$ cat config.mk
export PLATFORM = sky130hd
export DESIGN_NAME = le_top
export DESIGN_NICKNAME = d
export VERILOG_FILES = /design/src/le_pkg.sv /design/src/le_top.sv /design/src/le_max_finder.sv /design/src/le_theta_histogram.sv /design/src/le_r_bin_calc.sv /design/src/le_control.sv /design/src/le_frame_regs.sv
export VERILOG_INCLUDE_DIRS = /design/src
export SDC_FILE = /design/constraint.sdc
export NUM_CORES = 2
export LEC_CHECK = 0
export BUFFER_PORTS_ARGS = -buffer_cell sky130_fd_sc_hd__buf_2
export CORE_AREA = 2 2 389 391
export CTS_CLUSTER_SIZE = 25
export DETAILED_ROUTE_END_ITERATION = 8
export DIE_AREA = 0 0 391 393
export SYNTH_ARGS = -nofsm -noshare
export SYNTH_HDL_FRONTEND = slang
export SYNTH_SLANG_ARGS = --single-unit
$ cat constraint.sdc
create_clock -name clk -period 4.6 [get_ports clk]
set_input_delay 0.69 -clock clk [delete_from_list [all_inputs] [get_ports clk]]
set_output_delay 0.69 -clock clk [all_outputs]
set_load 0.005 [all_outputs]
$ cat src/le_defines.svh
`ifndef LE_DEFINES_SVH
`define LE_DEFINES_SVH

// histogram geometry
`define LE_THETA_BINS     8     // theta k at k * 22.5 deg
`define LE_R_BINS         16
`define LE_R_BIN_SHIFT    2     // bin width of 4 position units

// arithmetic widths
`define LE_POS_W          12    // signed position
`define LE_TRIG_W         10    // signed Q1.8
`define LE_TRIG_FRAC      8
`define LE_CNT_W          4     // saturating bin count
`define LE_HITCNT_W       8

// latencies
`define LE_CALC_LAT       2     // hit read to bin valid
`define LE_FLUSH_CYCLES   4     // wait after last hit read

`endif
$ cat src/le_pkg.sv
`default_nettype none
`include "le_defines.svh"

package le_pkg;

   typedef logic signed [`LE_POS_W-1:0] pos_t;

   typedef struct packed {
      pos_t y;
      pos_t z;                         // low bits
   } hit_t;

   typedef struct packed {
      pos_t r_min;
   } roi_t;

   typedef logic [$clog2(`LE_R_BINS)-1:0]     r_bin_t;
   typedef logic [$clog2(`LE_THETA_BINS)-1:0] theta_idx_t;
   typedef logic [`LE_CNT_W-1:0]              count_t;
   typedef logic signed [`LE_TRIG_W-1:0]      trig_t;

   typedef enum logic [2:0] {
      ST_IDLE,
      ST_ROI_RD,
      ST_CLEAR,
      ST_ACCUM,
      ST_FLUSH,
      ST_SCAN
   } le_state_t;

   // 256 is 1.0
   localparam trig_t cos_tab [`LE_THETA_BINS] = '{
      trig_t'(256), trig_t'(237), trig_t'(181), trig_t'(98),
      trig_t'(0), trig_t'(-98), trig_t'(-181), trig_t'(-237)
   };

   localparam trig_t sin_tab [`LE_THETA_BINS] = '{
      trig_t'(0), trig_t'(98), trig_t'(181), trig_t'(237),
      trig_t'(256), trig_t'(237), trig_t'(181), trig_t'(98)
   };

endpackage

`default_nettype wire

$ cat src/le_top.sv
`timescale 1ns/100ps
`default_nettype none
`include "le_defines.svh"

module le_top
   import le_pkg::*;
(
   input  logic                    clk,
   input  logic                    rst_n_i,
   input  roi_t                    roi_i,
   input  logic                    roi_empty_i,
   output logic                    roi_re_o,
   input  logic [`LE_HITCNT_W-1:0] hit_count_i,
   input  hit_t                    hit_i,
   input  logic                    hit_empty_i,
   output logic                    hit_re_o,
   output theta_idx_t              result_theta_o,
   output r_bin_t                  result_r_bin_o,
   output count_t                  result_count_o,
   output logic                    result_vld_o
);

   logic   hist_clr;
   logic   scan_start;
   logic   scan_done;
   logic   hits_done;
   pos_t   r_min;
   count_t loc_max_count [`LE_THETA_BINS];
   r_bin_t loc_max_bin [`LE_THETA_BINS];

   le_control u_control (
      .clk          (clk),
      .rst_n_i      (rst_n_i),
      .roi_empty_i  (roi_empty_i),
      .hit_empty_i  (hit_empty_i),
      .hits_done_i  (hits_done),
      .scan_done_i  (scan_done),
      .roi_re_o     (roi_re_o),
      .hit_re_o     (hit_re_o),
      .hist_clr_o   (hist_clr),
      .scan_start_o (scan_start)
   );

   le_frame_regs u_frame_regs (
      .clk         (clk),
      .rst_n_i     (rst_n_i),
      .roi_re_i    (roi_re_o),
      .roi_i       (roi_i),
      .hit_count_i (hit_count_i),
      .hit_re_i    (hit_re_o),
      .r_min_o     (r_min),
      .hits_done_o (hits_done)
   );

   // one radius pipeline and histogram per theta
   for (genvar t = 0; t < `LE_THETA_BINS; t++)
   begin : g_theta
      r_bin_t bin;
      logic   bin_vld;

      le_r_bin_calc #(
         .THETA_IDX (t)
      ) u_calc (
         .clk       (clk),
         .rst_n_i   (rst_n_i),
         .hit_vld_i (hit_re_o),   // FWFT head is the hit being read
         .hit_i     (hit_i),
         .r_min_i   (r_min),
         .bin_o     (bin),
         .bin_vld_o (bin_vld)
      );

      le_theta_histogram u_hist (
         .clk         (clk),
         .rst_n_i     (rst_n_i),
         .clr_i       (hist_clr),
         .bin_i       (bin),
         .bin_vld_i   (bin_vld),
         .max_count_o (loc_max_count[t]),
         .max_bin_o   (loc_max_bin[t])
      );
   end

   le_max_finder u_max_finder (
      .clk            (clk),
      .rst_n_i        (rst_n_i),
      .start_i        (scan_start),
      .max_count_i    (loc_max_count),
      .max_bin_i      (loc_max_bin),
      .result_theta_o (result_theta_o),
      .result_r_bin_o (result_r_bin_o),
      .result_count_o (result_count_o),
      .result_vld_o   (result_vld_o),
      .done_o         (scan_done)
   );

endmodule

`default_nettype wire

$ cat src/le_max_finder.sv
`timescale 1ns/100ps
`default_nettype none
`include "le_defines.svh"

module le_max_finder
   import le_pkg::*;
(
   input  logic       clk,
   input  logic       rst_n_i,
   input  logic       start_i,
   input  count_t     max_count_i [`LE_THETA_BINS],
   input  r_bin_t     max_bin_i [`LE_THETA_BINS],
   output theta_idx_t result_theta_o,
   output r_bin_t     result_r_bin_o,
   output count_t     result_count_o,
   output logic       result_vld_o,
   output logic       done_o
);

   localparam theta_idx_t LAST_IDX = theta_idx_t'(`LE_THETA_BINS - 1);

   logic       busy_q;
   theta_idx_t idx_q;
   theta_idx_t best_theta_q;
   r_bin_t     best_bin_q;
   count_t     best_count_q;
   logic       take;
   theta_idx_t nxt_theta;
   r_bin_t     nxt_bin;
   count_t     nxt_count;
   theta_idx_t res_theta_q;
   r_bin_t     res_bin_q;
   count_t     res_count_q;
   logic       res_vld_q;

   assign take      = max_count_i[idx_q] > best_count_q;   // lowest theta wins a tie
   assign nxt_theta = take ? idx_q : best_theta_q;
   assign nxt_bin   = take ? max_bin_i[idx_q] : best_bin_q;
   assign nxt_count = take ? max_count_i[idx_q] : best_count_q;

   always_ff @(posedge clk or negedge rst_n_i)
   begin
      if (!rst_n_i)
      begin
         busy_q       <= 1'b0;
         idx_q        <= '0;
         best_theta_q <= '0;
         best_bin_q   <= '0;
         best_count_q <= '0;
         res_theta_q  <= '0;
         res_bin_q    <= '0;
         res_count_q  <= '0;
         res_vld_q    <= 1'b0;
      end
      else
      begin
         res_vld_q <= 1'b0;
         if (start_i)
         begin
            busy_q       <= 1'b1;
            idx_q        <= '0;
            best_theta_q <= '0;
            best_bin_q   <= '0;
            best_count_q <= '0;
         end
         else if (busy_q)
         begin
            best_theta_q <= nxt_theta;
            best_bin_q   <= nxt_bin;
            best_count_q <= nxt_count;
            idx_q        <= idx_q + 1'b1;
            if (idx_q == LAST_IDX)
            begin
               busy_q      <= 1'b0;
               res_theta_q <= nxt_theta;   // last compare goes straight out
               res_bin_q   <= nxt_bin;
               res_count_q <= nxt_count;
               res_vld_q   <= 1'b1;
            end
         end
      end
   end

   assign result_theta_o = res_theta_q;
   assign result_r_bin_o = res_bin_q;
   assign result_count_o = res_count_q;
   assign result_vld_o   = res_vld_q;
   assign done_o         = res_vld_q;

endmodule

`default_nettype wire

$ cat src/le_theta_histogram.sv
`timescale 1ns/100ps
`default_nettype none
`include "le_defines.svh"

module le_theta_histogram
   import le_pkg::*;
(
   input  logic   clk,
   input  logic   rst_n_i,
   input  logic   clr_i,
   input  r_bin_t bin_i,
   input  logic   bin_vld_i,
   output count_t max_count_o,
   output r_bin_t max_bin_o
);

   localparam count_t CNT_MAX = '1;

   count_t cnt_q [`LE_R_BINS];
   count_t cnt_cur;
   count_t cnt_nxt;
   count_t max_count_q;
   r_bin_t max_bin_q;

   assign cnt_cur = cnt_q[bin_i];
   assign cnt_nxt = (cnt_cur == CNT_MAX) ? CNT_MAX : cnt_cur + 1'b1;   // saturate

   // bin counters zeroed by the frame clear
   always_ff @(posedge clk)
   begin
      if (clr_i)
      begin
         for (int i = 0; i < `LE_R_BINS; i++)
            cnt_q[i] <= '0;
      end
      else if (bin_vld_i)
         cnt_q[bin_i] <= cnt_nxt;
   end

   // strictly greater keeps the first bin to reach a count
   always_ff @(posedge clk or negedge rst_n_i)
   begin
      if (!rst_n_i)
      begin
         max_count_q <= '0;
         max_bin_q   <= '0;
      end
      else if (clr_i)
      begin
         max_count_q <= '0;
         max_bin_q   <= '0;
      end
      else if (bin_vld_i && (cnt_nxt > max_count_q))
      begin
         max_count_q <= cnt_nxt;
         max_bin_q   <= bin_i;
      end
   end

   assign max_count_o = max_count_q;
   assign max_bin_o   = max_bin_q;

endmodule

`default_nettype wire

$ cat src/le_r_bin_calc.sv
`timescale 1ns/100ps
`default_nettype none
`include "le_defines.svh"

module le_r_bin_calc
   import le_pkg::*;
#(
   parameter int THETA_IDX = 0
)
(
   input  logic   clk,
   input  logic   rst_n_i,
   input  logic   hit_vld_i,
   input  hit_t   hit_i,
   input  pos_t   r_min_i,
   output r_bin_t bin_o,
   output logic   bin_vld_o
);

   localparam int PROD_W = `LE_POS_W + `LE_TRIG_W;
   localparam int SUM_W  = PROD_W + 1;
   localparam int DIFF_W = SUM_W + 1;
   localparam int R_SPAN = `LE_R_BINS << `LE_R_BIN_SHIFT;   // 64 position units

   localparam trig_t COS_VAL = cos_tab[THETA_IDX];
   localparam trig_t SIN_VAL = sin_tab[THETA_IDX];

   logic signed [PROD_W-1:0] z_cos_q;
   logic signed [PROD_W-1:0] y_sin_q;
   logic signed [SUM_W-1:0]  sum;
   logic signed [SUM_W-1:0]  radius;
   logic signed [DIFF_W-1:0] diff;
   logic [`LE_CALC_LAT-1:0]  vld_q;
   logic                     in_range_q;
   r_bin_t                   bin_q;

   // stage 1
   always_ff @(posedge clk)
   begin
      z_cos_q <= hit_i.z * COS_VAL;
      y_sin_q <= hit_i.y * SIN_VAL;
   end

   assign sum    = z_cos_q + y_sin_q;
   assign radius = sum >>> `LE_TRIG_FRAC;   // floor rather than truncation toward zero
   assign diff   = radius - r_min_i;

   // stage 2
   always_ff @(posedge clk)
   begin
      in_range_q <= (diff >= 0) && (diff < R_SPAN);
      bin_q      <= diff[`LE_R_BIN_SHIFT +: $bits(r_bin_t)];
   end

   always_ff @(posedge clk or negedge rst_n_i)
   begin
      if (!rst_n_i)
         vld_q <= '0;
      else
         vld_q <= {vld_q[`LE_CALC_LAT-2:0], hit_vld_i};
   end

   assign bin_o     = bin_q;
   assign bin_vld_o = vld_q[`LE_CALC_LAT-1] & in_range_q;

endmodule

`default_nettype wire

$ cat src/le_control.sv
`timescale 1ns/100ps
`default_nettype none
`include "le_defines.svh"

module le_control
   import le_pkg::*;
(
   input  logic clk,
   input  logic rst_n_i,
   input  logic roi_empty_i,
   input  logic hit_empty_i,
   input  logic hits_done_i,
   input  logic scan_done_i,
   output logic roi_re_o,
   output logic hit_re_o,
   output logic hist_clr_o,
   output logic scan_start_o
);

   localparam int FLUSH_W = $clog2(`LE_FLUSH_CYCLES + 1);

   le_state_t          state_q;
   le_state_t          state_nxt;
   logic [FLUSH_W-1:0] flush_cnt_q;
   logic               scan_start_q;

   always_comb
   begin
      state_nxt = state_q;
      case (state_q)
         ST_IDLE:
         begin
            if (!roi_empty_i)
               state_nxt = ST_ROI_RD;
         end
         ST_ROI_RD:
            state_nxt = ST_CLEAR;
         ST_CLEAR:
            state_nxt = ST_ACCUM;
         ST_ACCUM:
         begin
            if (hits_done_i)
               state_nxt = ST_FLUSH;
         end
         ST_FLUSH:
         begin
            if (flush_cnt_q == '0)
               state_nxt = ST_SCAN;
         end
         ST_SCAN:
         begin
            if (scan_done_i)
               state_nxt = ST_IDLE;
         end
         default:
            state_nxt = ST_IDLE;
      endcase
   end

   always_ff @(posedge clk or negedge rst_n_i)
   begin
      if (!rst_n_i)
      begin
         state_q      <= ST_IDLE;
         flush_cnt_q  <= '0;
         scan_start_q <= 1'b0;
      end
      else
      begin
         state_q      <= state_nxt;
         scan_start_q <= (state_q == ST_FLUSH) && (state_nxt == ST_SCAN);
         if (state_q == ST_ACCUM)
            flush_cnt_q <= FLUSH_W'(`LE_FLUSH_CYCLES - 1);   // preload for the drain
         else if (state_q == ST_FLUSH)
            flush_cnt_q <= flush_cnt_q - 1'b1;
      end
   end

   // entry is already at the FIFO head when ROI_RD is reached
   assign roi_re_o     = (state_q == ST_ROI_RD);
   assign hist_clr_o   = (state_q == ST_CLEAR);
   assign hit_re_o     = (state_q == ST_ACCUM) && !hit_empty_i && !hits_done_i;
   assign scan_start_o = scan_start_q;

endmodule

`default_nettype wire

$ cat src/le_frame_regs.sv
`timescale 1ns/100ps
`default_nettype none
`include "le_defines.svh"

module le_frame_regs
   import le_pkg::*;
(
   input  logic                    clk,
   input  logic                    rst_n_i,
   input  logic                    roi_re_i,
   input  roi_t                    roi_i,
   input  logic [`LE_HITCNT_W-1:0] hit_count_i,
   input  logic                    hit_re_i,
   output pos_t                    r_min_o,
   output logic                    hits_done_o
);

   pos_t                    r_min_q;
   logic [`LE_HITCNT_W-1:0] target_q;
   logic [`LE_HITCNT_W-1:0] consumed_q;

   always_ff @(posedge clk)
   begin
      if (roi_re_i)
         r_min_q <= roi_i.r_min;
   end

   always_ff @(posedge clk or negedge rst_n_i)
   begin
      if (!rst_n_i)
      begin
         target_q   <= '0;
         consumed_q <= '0;
      end
      else if (roi_re_i)
      begin
         target_q   <= hit_count_i;   // level input sampled here only
         consumed_q <= '0;
      end
      else if (hit_re_i)
         consumed_q <= consumed_q + 1'b1;
   end

   assign r_min_o     = r_min_q;
   assign hits_done_o = (consumed_q == target_q);   // true at once for a zero count

endmodule

`default_nettype wire

# Word-level counts from Yosys, hierarchy flattened
# Memory sizes are Yosys's and may differ from the RTL's. A register that Yosys moved wholly into a read port is not among the register bits.
# Cells that the tools add are included.
[totals] reg_bits=389 latchBits=0 ramBits=512 romBits=0 inputBits=48 output_inout_bits=14 memories=8
[op_classes] addsub=25 n_mul=9 div=0 magnitude_cmp=26 eq_ne=16 shifts=0 muxes=122 n_bitwise=10 reduce_logical=43
[memory_table] memory="g_theta[0].u_hist.cnt_q" depth=16 word_bits=4 rd=1 rd_clocked_by_memory_dff=1 wr=16 line="le_theta_histogram.sv:19" text="count_t cnt_q [`LE_R_BINS];"
[memory_table] memory="g_theta[1].u_hist.cnt_q" depth=16 word_bits=4 rd=1 rd_clocked_by_memory_dff=1 wr=16 line="le_theta_histogram.sv:19"
[memory_table] memory="g_theta[2].u_hist.cnt_q" depth=16 word_bits=4 rd=1 rd_clocked_by_memory_dff=1 wr=16 line="le_theta_histogram.sv:19"
[memory_table] memory="g_theta[3].u_hist.cnt_q" depth=16 word_bits=4 rd=1 rd_clocked_by_memory_dff=1 wr=16 line="le_theta_histogram.sv:19"
[memory_table] memory="g_theta[4].u_hist.cnt_q" depth=16 word_bits=4 rd=1 rd_clocked_by_memory_dff=1 wr=16 line="le_theta_histogram.sv:19"
[memory_table] memory="g_theta[5].u_hist.cnt_q" depth=16 word_bits=4 rd=1 rd_clocked_by_memory_dff=1 wr=16 line="le_theta_histogram.sv:19"
[memory_table] memory="+2 memories"
[ops] cell="4-bit two-way mux" n=66
[ops] cell="12-bit by 9-bit multiplier with 21-bit output (second input constant)" n=6
[ops] cell="16-bit by 1-bit >= comparator with 1-bit output (second input constant)" n=6
[ops] cell="16-bit by 8-bit < comparator with 1-bit output (second input constant)" n=6
[ops] cell="15-bit by 12-bit subtractor with 16-bit output" n=6
[ops] cell="12-bit by 7-bit multiplier with 19-bit output (second input constant)" n=3
[ops] cell="20-bit by 21-bit adder with 22-bit output" n=2
[ops] cell="21-bit by 20-bit adder with 22-bit output" n=2
[ops] cell="21-bit by 21-bit adder with 22-bit output" n=2
[ops] cell="1-bit two-way mux" n=40
[ops] cell="4-bit greater-than comparator" n=9
[ops] cell="3-bit two-way mux" n=11
[ops] cell="4-bit by 1-bit adder with 4-bit output (second input constant)" n=8
[ops] cell="4-bit equality test (second input constant)" n=8
[ops] cell="4-bit OR reduction" n=8
[ops] cell="13-bit by 1-bit >= comparator with 1-bit output (second input constant)" n=2
[ops] cell="13-bit by 8-bit < comparator with 1-bit output (second input constant)" n=2
[ops] cell="12-bit by 12-bit subtractor with 13-bit output" n=2
[ops] cell="4-bit binary-select mux with 3-bit select" n=2
[ops] cell="2-bit nonzero test" n=11
[ops] cell="1-bit logical AND" n=19
[ops] cell="3-bit one-hot mux with 6 select lines" n=1
[ops] cell="8-bit two-way mux" n=2
[ops] cell="3-bit equality test (second input constant)" n=4
[ops] cell="other kinds (13)" n=23

# Logic depth before layout (Yosys ltp)
[logic_depth] ltp_word=8 mapped_depth=21 depth_no_buf=20

# By module
# From an unflattened synthesis, not the netlist that was laid out.
[unflattened] hier_cells=6497 hier_area_um2=70108.5
[modules_own_cells] module="le_theta_histogram" n_inst=8 cells_each=266 area_each_um2=3492.1 seq_area_each_um2=2122.0
[modules_own_cells] module="le_r_bin_calc at g_theta[6].u_calc" n_inst=1 cells_each=668 area_each_um2=6480.0 seq_area_each_um2=991.0
[modules_own_cells] module="le_r_bin_calc at g_theta[5].u_calc" n_inst=1 cells_each=663 area_each_um2=6374.9 seq_area_each_um2=930.9
[modules_own_cells] module="le_r_bin_calc at g_theta[1].u_calc" n_inst=1 cells_each=663 area_each_um2=6102.1 seq_area_each_um2=930.9
[modules_own_cells] module="le_r_bin_calc at g_theta[2].u_calc" n_inst=1 cells_each=630 area_each_um2=6102.1 seq_area_each_um2=991.0
[modules_own_cells] module="le_r_bin_calc at g_theta[3].u_calc" n_inst=1 cells_each=637 area_each_um2=5931.9 seq_area_each_um2=930.9
[modules_own_cells] module="le_r_bin_calc at g_theta[7].u_calc" n_inst=1 cells_each=624 area_each_um2=5698.0 seq_area_each_um2=930.9
[modules_own_cells] module="le_max_finder" n_inst=1 cells_each=150 area_each_um2=1870.5 seq_area_each_um2=675.6
[modules_own_cells] module="le_frame_regs" n_inst=1 cells_each=78 area_each_um2=1127.3 seq_area_each_um2=760.7
[modules_own_cells] module="le_r_bin_calc at g_theta[0].u_calc" n_inst=1 cells_each=109 area_each_um2=1048.5 seq_area_each_um2=390.4
[modules_own_cells] module="le_r_bin_calc at g_theta[4].u_calc" n_inst=1 cells_each=103 area_each_um2=1008.5 seq_area_each_um2=390.4
[modules_own_cells] module="le_control" n_inst=1 cells_each=44 area_each_um2=427.9 seq_area_each_um2=175.2

# Worst setup path before layout
# Ideal clock, no wire load.
[synth_path] kind="input -> register" from="input port hit_i[4] in the netlist's numbering" to="register g_theta[7].u_calc.z_cos_q[19]" setup_time_ps=72 arrival_ps=4643 t_required_ps=4528 setup_slack_ps=-115 cell_stages=18 path_cell_list="ha_1 ha_1 ha_1 inv_1 fa_1 inv_1 ha_1 ha_1 fa_1 a21o_1 a21oi_1 o21ai_0 a31oi_1 o21ai_0 o41ai_1 o21bai_1 a21oi_1 xnor2_1"
[synth_between] elab_chain_cells=1
[synth_lines] item="start: declaration" line="le_top.sv:14" text="input hit_t hit_i,"
[synth_lines] item="12-bit by 9-bit multiplier with 21-bit output" line="le_r_bin_calc.sv:40" text="z_cos_q <= hit_i.z * COS_VAL;"
[synth_lines] item="end signal: assignment" line="le_r_bin_calc.sv:40"
[synth_lines] item="end: declaration" line="le_r_bin_calc.sv:28" text="logic signed [PROD_W-1:0] z_cos_q;"
# Every way passes these cells.
# A chain may end at the register's enable or synchronous reset.

# Final worst setup path
[layout_path] from="register g_theta[7].u_calc.y_sin_q[5]" to="register g_theta[7].u_calc.in_range_q"
[layout_between] elab_chain_cells=4
[layout_lines] item="start: declaration" line="le_r_bin_calc.sv:29" text="logic signed [PROD_W-1:0] y_sin_q;"
[layout_lines] item="start signal: assignment" line="le_r_bin_calc.sv:41" text="y_sin_q <= hit_i.y * SIN_VAL;"
[layout_lines] item="21-bit by 20-bit adder with 22-bit output *" line="le_r_bin_calc.sv:44" text="assign sum = z_cos_q + y_sin_q;"
[layout_lines] item="15-bit by 12-bit subtractor with 16-bit output *" line="le_r_bin_calc.sv:46" text="assign diff = radius - r_min_i;"
[layout_lines] item="16-bit by 1-bit >= comparator with 1-bit output / 16-bit by 8-bit < comparator with 1-bit output (equally long branches)" line="le_r_bin_calc.sv:51" text="in_range_q <= (diff >= 0) && (diff < R_SPAN);"
[layout_lines] item="1-bit logical AND *" line="le_r_bin_calc.sv:51"
[layout_lines] item="end signal: assignment" line="le_r_bin_calc.sv:51"
[layout_lines] item="end: declaration" line="le_r_bin_calc.sv:34" text="logic in_range_q;"
# Every way passes the cells marked *; elsewhere a longest branch is shown, timed or not.

==> run_results.csv <==
group,metric,value,unit
run_status,status,"completed",
setup_path,critPathSlowestCell,"or4_1",
clock_tree,cts_max_path_buffers,3,
yosys,netlist_area,0.0579,sq mm
clock_tree,htreeDepth,3,
die,start_util,38.8,%
sta,fin_crit_sh,96.2,%
global_route,grt_pass1_wl,238000,microns
sta,clock.fmax,226,MHz
clock_tree,clkTransAtPathRegs,0.06,ns
setup_path,worst_setup_path_start_kind,"flop",
die,fp-row-count,142,
detailed_routing,dr.first_iter.drc_count,3045,
yosys,synthCells,5330,
setup_path,path_cells,"ha_4 -> a21o_1 -> a21o_1 -> o31ai_2 -> buf_4 -> nor2b_2 -> nor2b_1 -> o21a_1 -> nor2_2 -> xnor2_2 -> ha_1 -> o21a_1 -> o31a_1 -> o41a_1 -> a41o_1 -> nor3_2 -> o21bai_1 -> mux2i_1 -> or4_1 -> a2111oi_2",
die,die_area,0.154,sq mm
global_route,grt_pass1_vias,41300,
final_layout,drive_gt1_share,16.6,%
yosys,syn_avg_cell_area,10.9,sq um
die,io_pins,62,
sta,skew,0.0482,ns
global_route,grt.overflow.total,0,
detailed_routing,first_pass_iters,6,
setup_path,timing.rr.start,"g_theta[7].u_calc.y_sin_q[5]$_DFF_P_",
final_layout,multiInputGateArea,0.0322,sq mm
yosys,ys_seq_area_share,39.9,%
clock_tree,cts_made_buffers,94,
yosys,ys_warn_count,0,
clock_tree,ctsHoldBuffers,0,
clock_tree,cts_sinks,863,
die,core,0.149,sq mm
setup_path,rrSetupSlack,0.17,ns
detailed_routing,viasPerCell,5.18,
global_route,grt_util_all_layers,20.0,%
sta,finalSetupViolations,0,
setup_path,cp_data_required_time,5.18,ns
setup_path,end_kind,"flop",
clock_tree,cts_tree,"built",
final_layout,fin_nets,6772,
detailed_routing,num_vias,40600,
sta,worst_slew_pin_slew,1.25,ns
sta,hold_viol,0,
setup_path,crit_type,"reg -> reg",
clock_tree,worstSkewPairLatency,0.72,ns
final_layout,fillers,13900,
worst_hold_path,hp-class,"in -> async",
yosys,synth-main-ff-cell,"edfxtp_1",
yosys,syn_nets,6285,
setup_path,crit_family,"compound AO/OA/AOI/OAI gates",
setup_path,cp_max_fo,2,
yosys,yosysUniqueCellTypes,82,
global_route,antenna_found_initial,3,
die,dieWidth,391,microns
final_layout,final_cell_mix,"nor2_1 (809), ha_1 (656), inv_1 (590), edfxtp_1 (524), buf_4 (467)",
placement,place.gp.congestion,0.907,
placement,place_hpwl,122000,microns
sta,maxSlewHeadroom,15.5,%
detailed_routing,wirelength,152000,microns
setup_path,r2r_cells,20,
yosys,synth_edf_count,524,
final_layout,seq_area,0.0231,sq mm
setup_path,cpPeakStageDelay,0.53,ns
setup_path,arrival,5.00,ns
placement,portBuffers,61,
final_layout,syn2layout_area_growth,15.8,%
setup_path,r2r-end,"g_theta[7].u_calc.in_range_q$_DFF_P_",
setup_path,critPathBufInv,1,
sta,tns,0,ns
detailed_routing,wl_per_cell,19.4,microns
sta,drv_slew,0,
global_route,grt_max_degree,89,
clock_tree,cts_root_buf,"clkbuf_16",
sta,period_needed,4.43,ns
yosys,synth-seq-cells,863,
run,maxCapViolations,0,
die,die_y,393,microns
detailed_routing,drc,0,
final_layout,final_common_cell,"nor2_1",
detailed_routing,ant_nets,0,
yosys,async_reset_ff_share,13.4,%
flip-flops by register name, indices dropped and copies added, names as in the netlist, 8 cells and up:
name	cells
g_theta.u_calc.bin_o	32
g_theta.u_hist.cnt_q	512
g_theta.u_calc.y_sin_q	64
u_frame_regs.consumed_q	8
g_theta.u_calc.z_cos_q	119
g_theta.u_hist.max_bin_o	32
u_frame_regs.r_min_o	12
g_theta.u_hist.max_count_o	32
u_frame_regs.target_q	8
g_theta.u_calc.in_range_q	8
routing by layer:
metal,vias up,global-route usage (%),wire (microns),share of wire [%]
li1,19600,-,-,-
met1,20000,26.3,67100,44
met2,862,34.4,74000,49
met3,188,2.40,6300,4.1
met4,2,6.07,5080,3.3
met5,-,0,20,0.013
worst max-delay path by stage:
stage	startpoint	to	slack (ns)	cells after the start
floorplan	hit_i[6]	g_theta[6].u_calc.z_cos_q[19]$_DFF_P_	0.002	19
global placement	hit_i[6]	g_theta[6].u_calc.z_cos_q[20]$_DFF_P_	-0.44	20
detailed placement	hit_i[6]	g_theta[6].u_calc.z_cos_q[20]$_DFF_P_	-0.51	20
CTS	g_theta[7].u_calc.y_sin_q[5]$_DFF_P_	g_theta[7].u_calc.in_range_q$_DFF_P_	0.03	20
global route	g_theta[6].u_calc.y_sin_q[2]$_DFF_P_	g_theta[2].u_calc.in_range_q$_DFF_P_	-0.04	19
finish	g_theta[7].u_calc.y_sin_q[5]$_DFF_P_	g_theta[7].u_calc.in_range_q$_DFF_P_	0.17	20
Yosys cell counts (99+ instances only):
cell      count  area [sq um]
xnor2_1     183          1600
dfrtp_1     116          2900
nor2_1      811          3040
inv_1       592          2220
a21oi_1     216          1080
fa_1        246          4920
nand3_1      99           495
nand2_1     347          1300
ha_1        661          8270
edfxtp_1    524         15700
o21ai_0     138           691
mux4_2      176          3960
dfxtp_1     223          4460
repair_timing:
action                     4_1_cts  5_1_grt
gates resized for setup          6       55
buffers inserted                 0        5
setup endpoints to repair        2        8
pin swaps                        0       17
metrics by stage:
stage,area (sq um),std cells,util [%],hold slack (ns),setup WS (ns)
floorplan,57900,5330,-,0.331,0.00174
detailed placement,63700,7660,42.7,0.340,-0.514
finish,67100,7841,44.9,0.0366,0.173
global placement,63700,7660,42.7,0.333,-0.436
global route,67100,7841,44.9,0.0916,-0.0375
CTS,66800,7835,44.8,0.0524,0.0282
area by class of cell:
type / count / area share [%]
repair buffers: 536 / 5.93
multi-input cells: 3730 / 48.0
well taps: 1944 / 3.63
flip-flops and latches: 863 / 34.5
diodes: 1 / 0.00373
inverters: 592 / 3.32
clock buffers: 123 / 3.81
clock inverters: 52 / 0.832
cell families after synthesis:
kind of cell               count (synthesis)  synth area share, %
and+or+nand+nor                         1590                 12.0
DFF                                      863                 39.9
xor gates and xnor gates                 254                 3.84
buffers and inverters                    737                 4.92
muxes                                    265                 8.48
AOI/OAI and AO/OA                        714                 8.05
adders and majority gates                907                 22.8
Power is not shown: default switching activity piles up to over one toggle a cycle in this logic, so the estimate is an artifact.
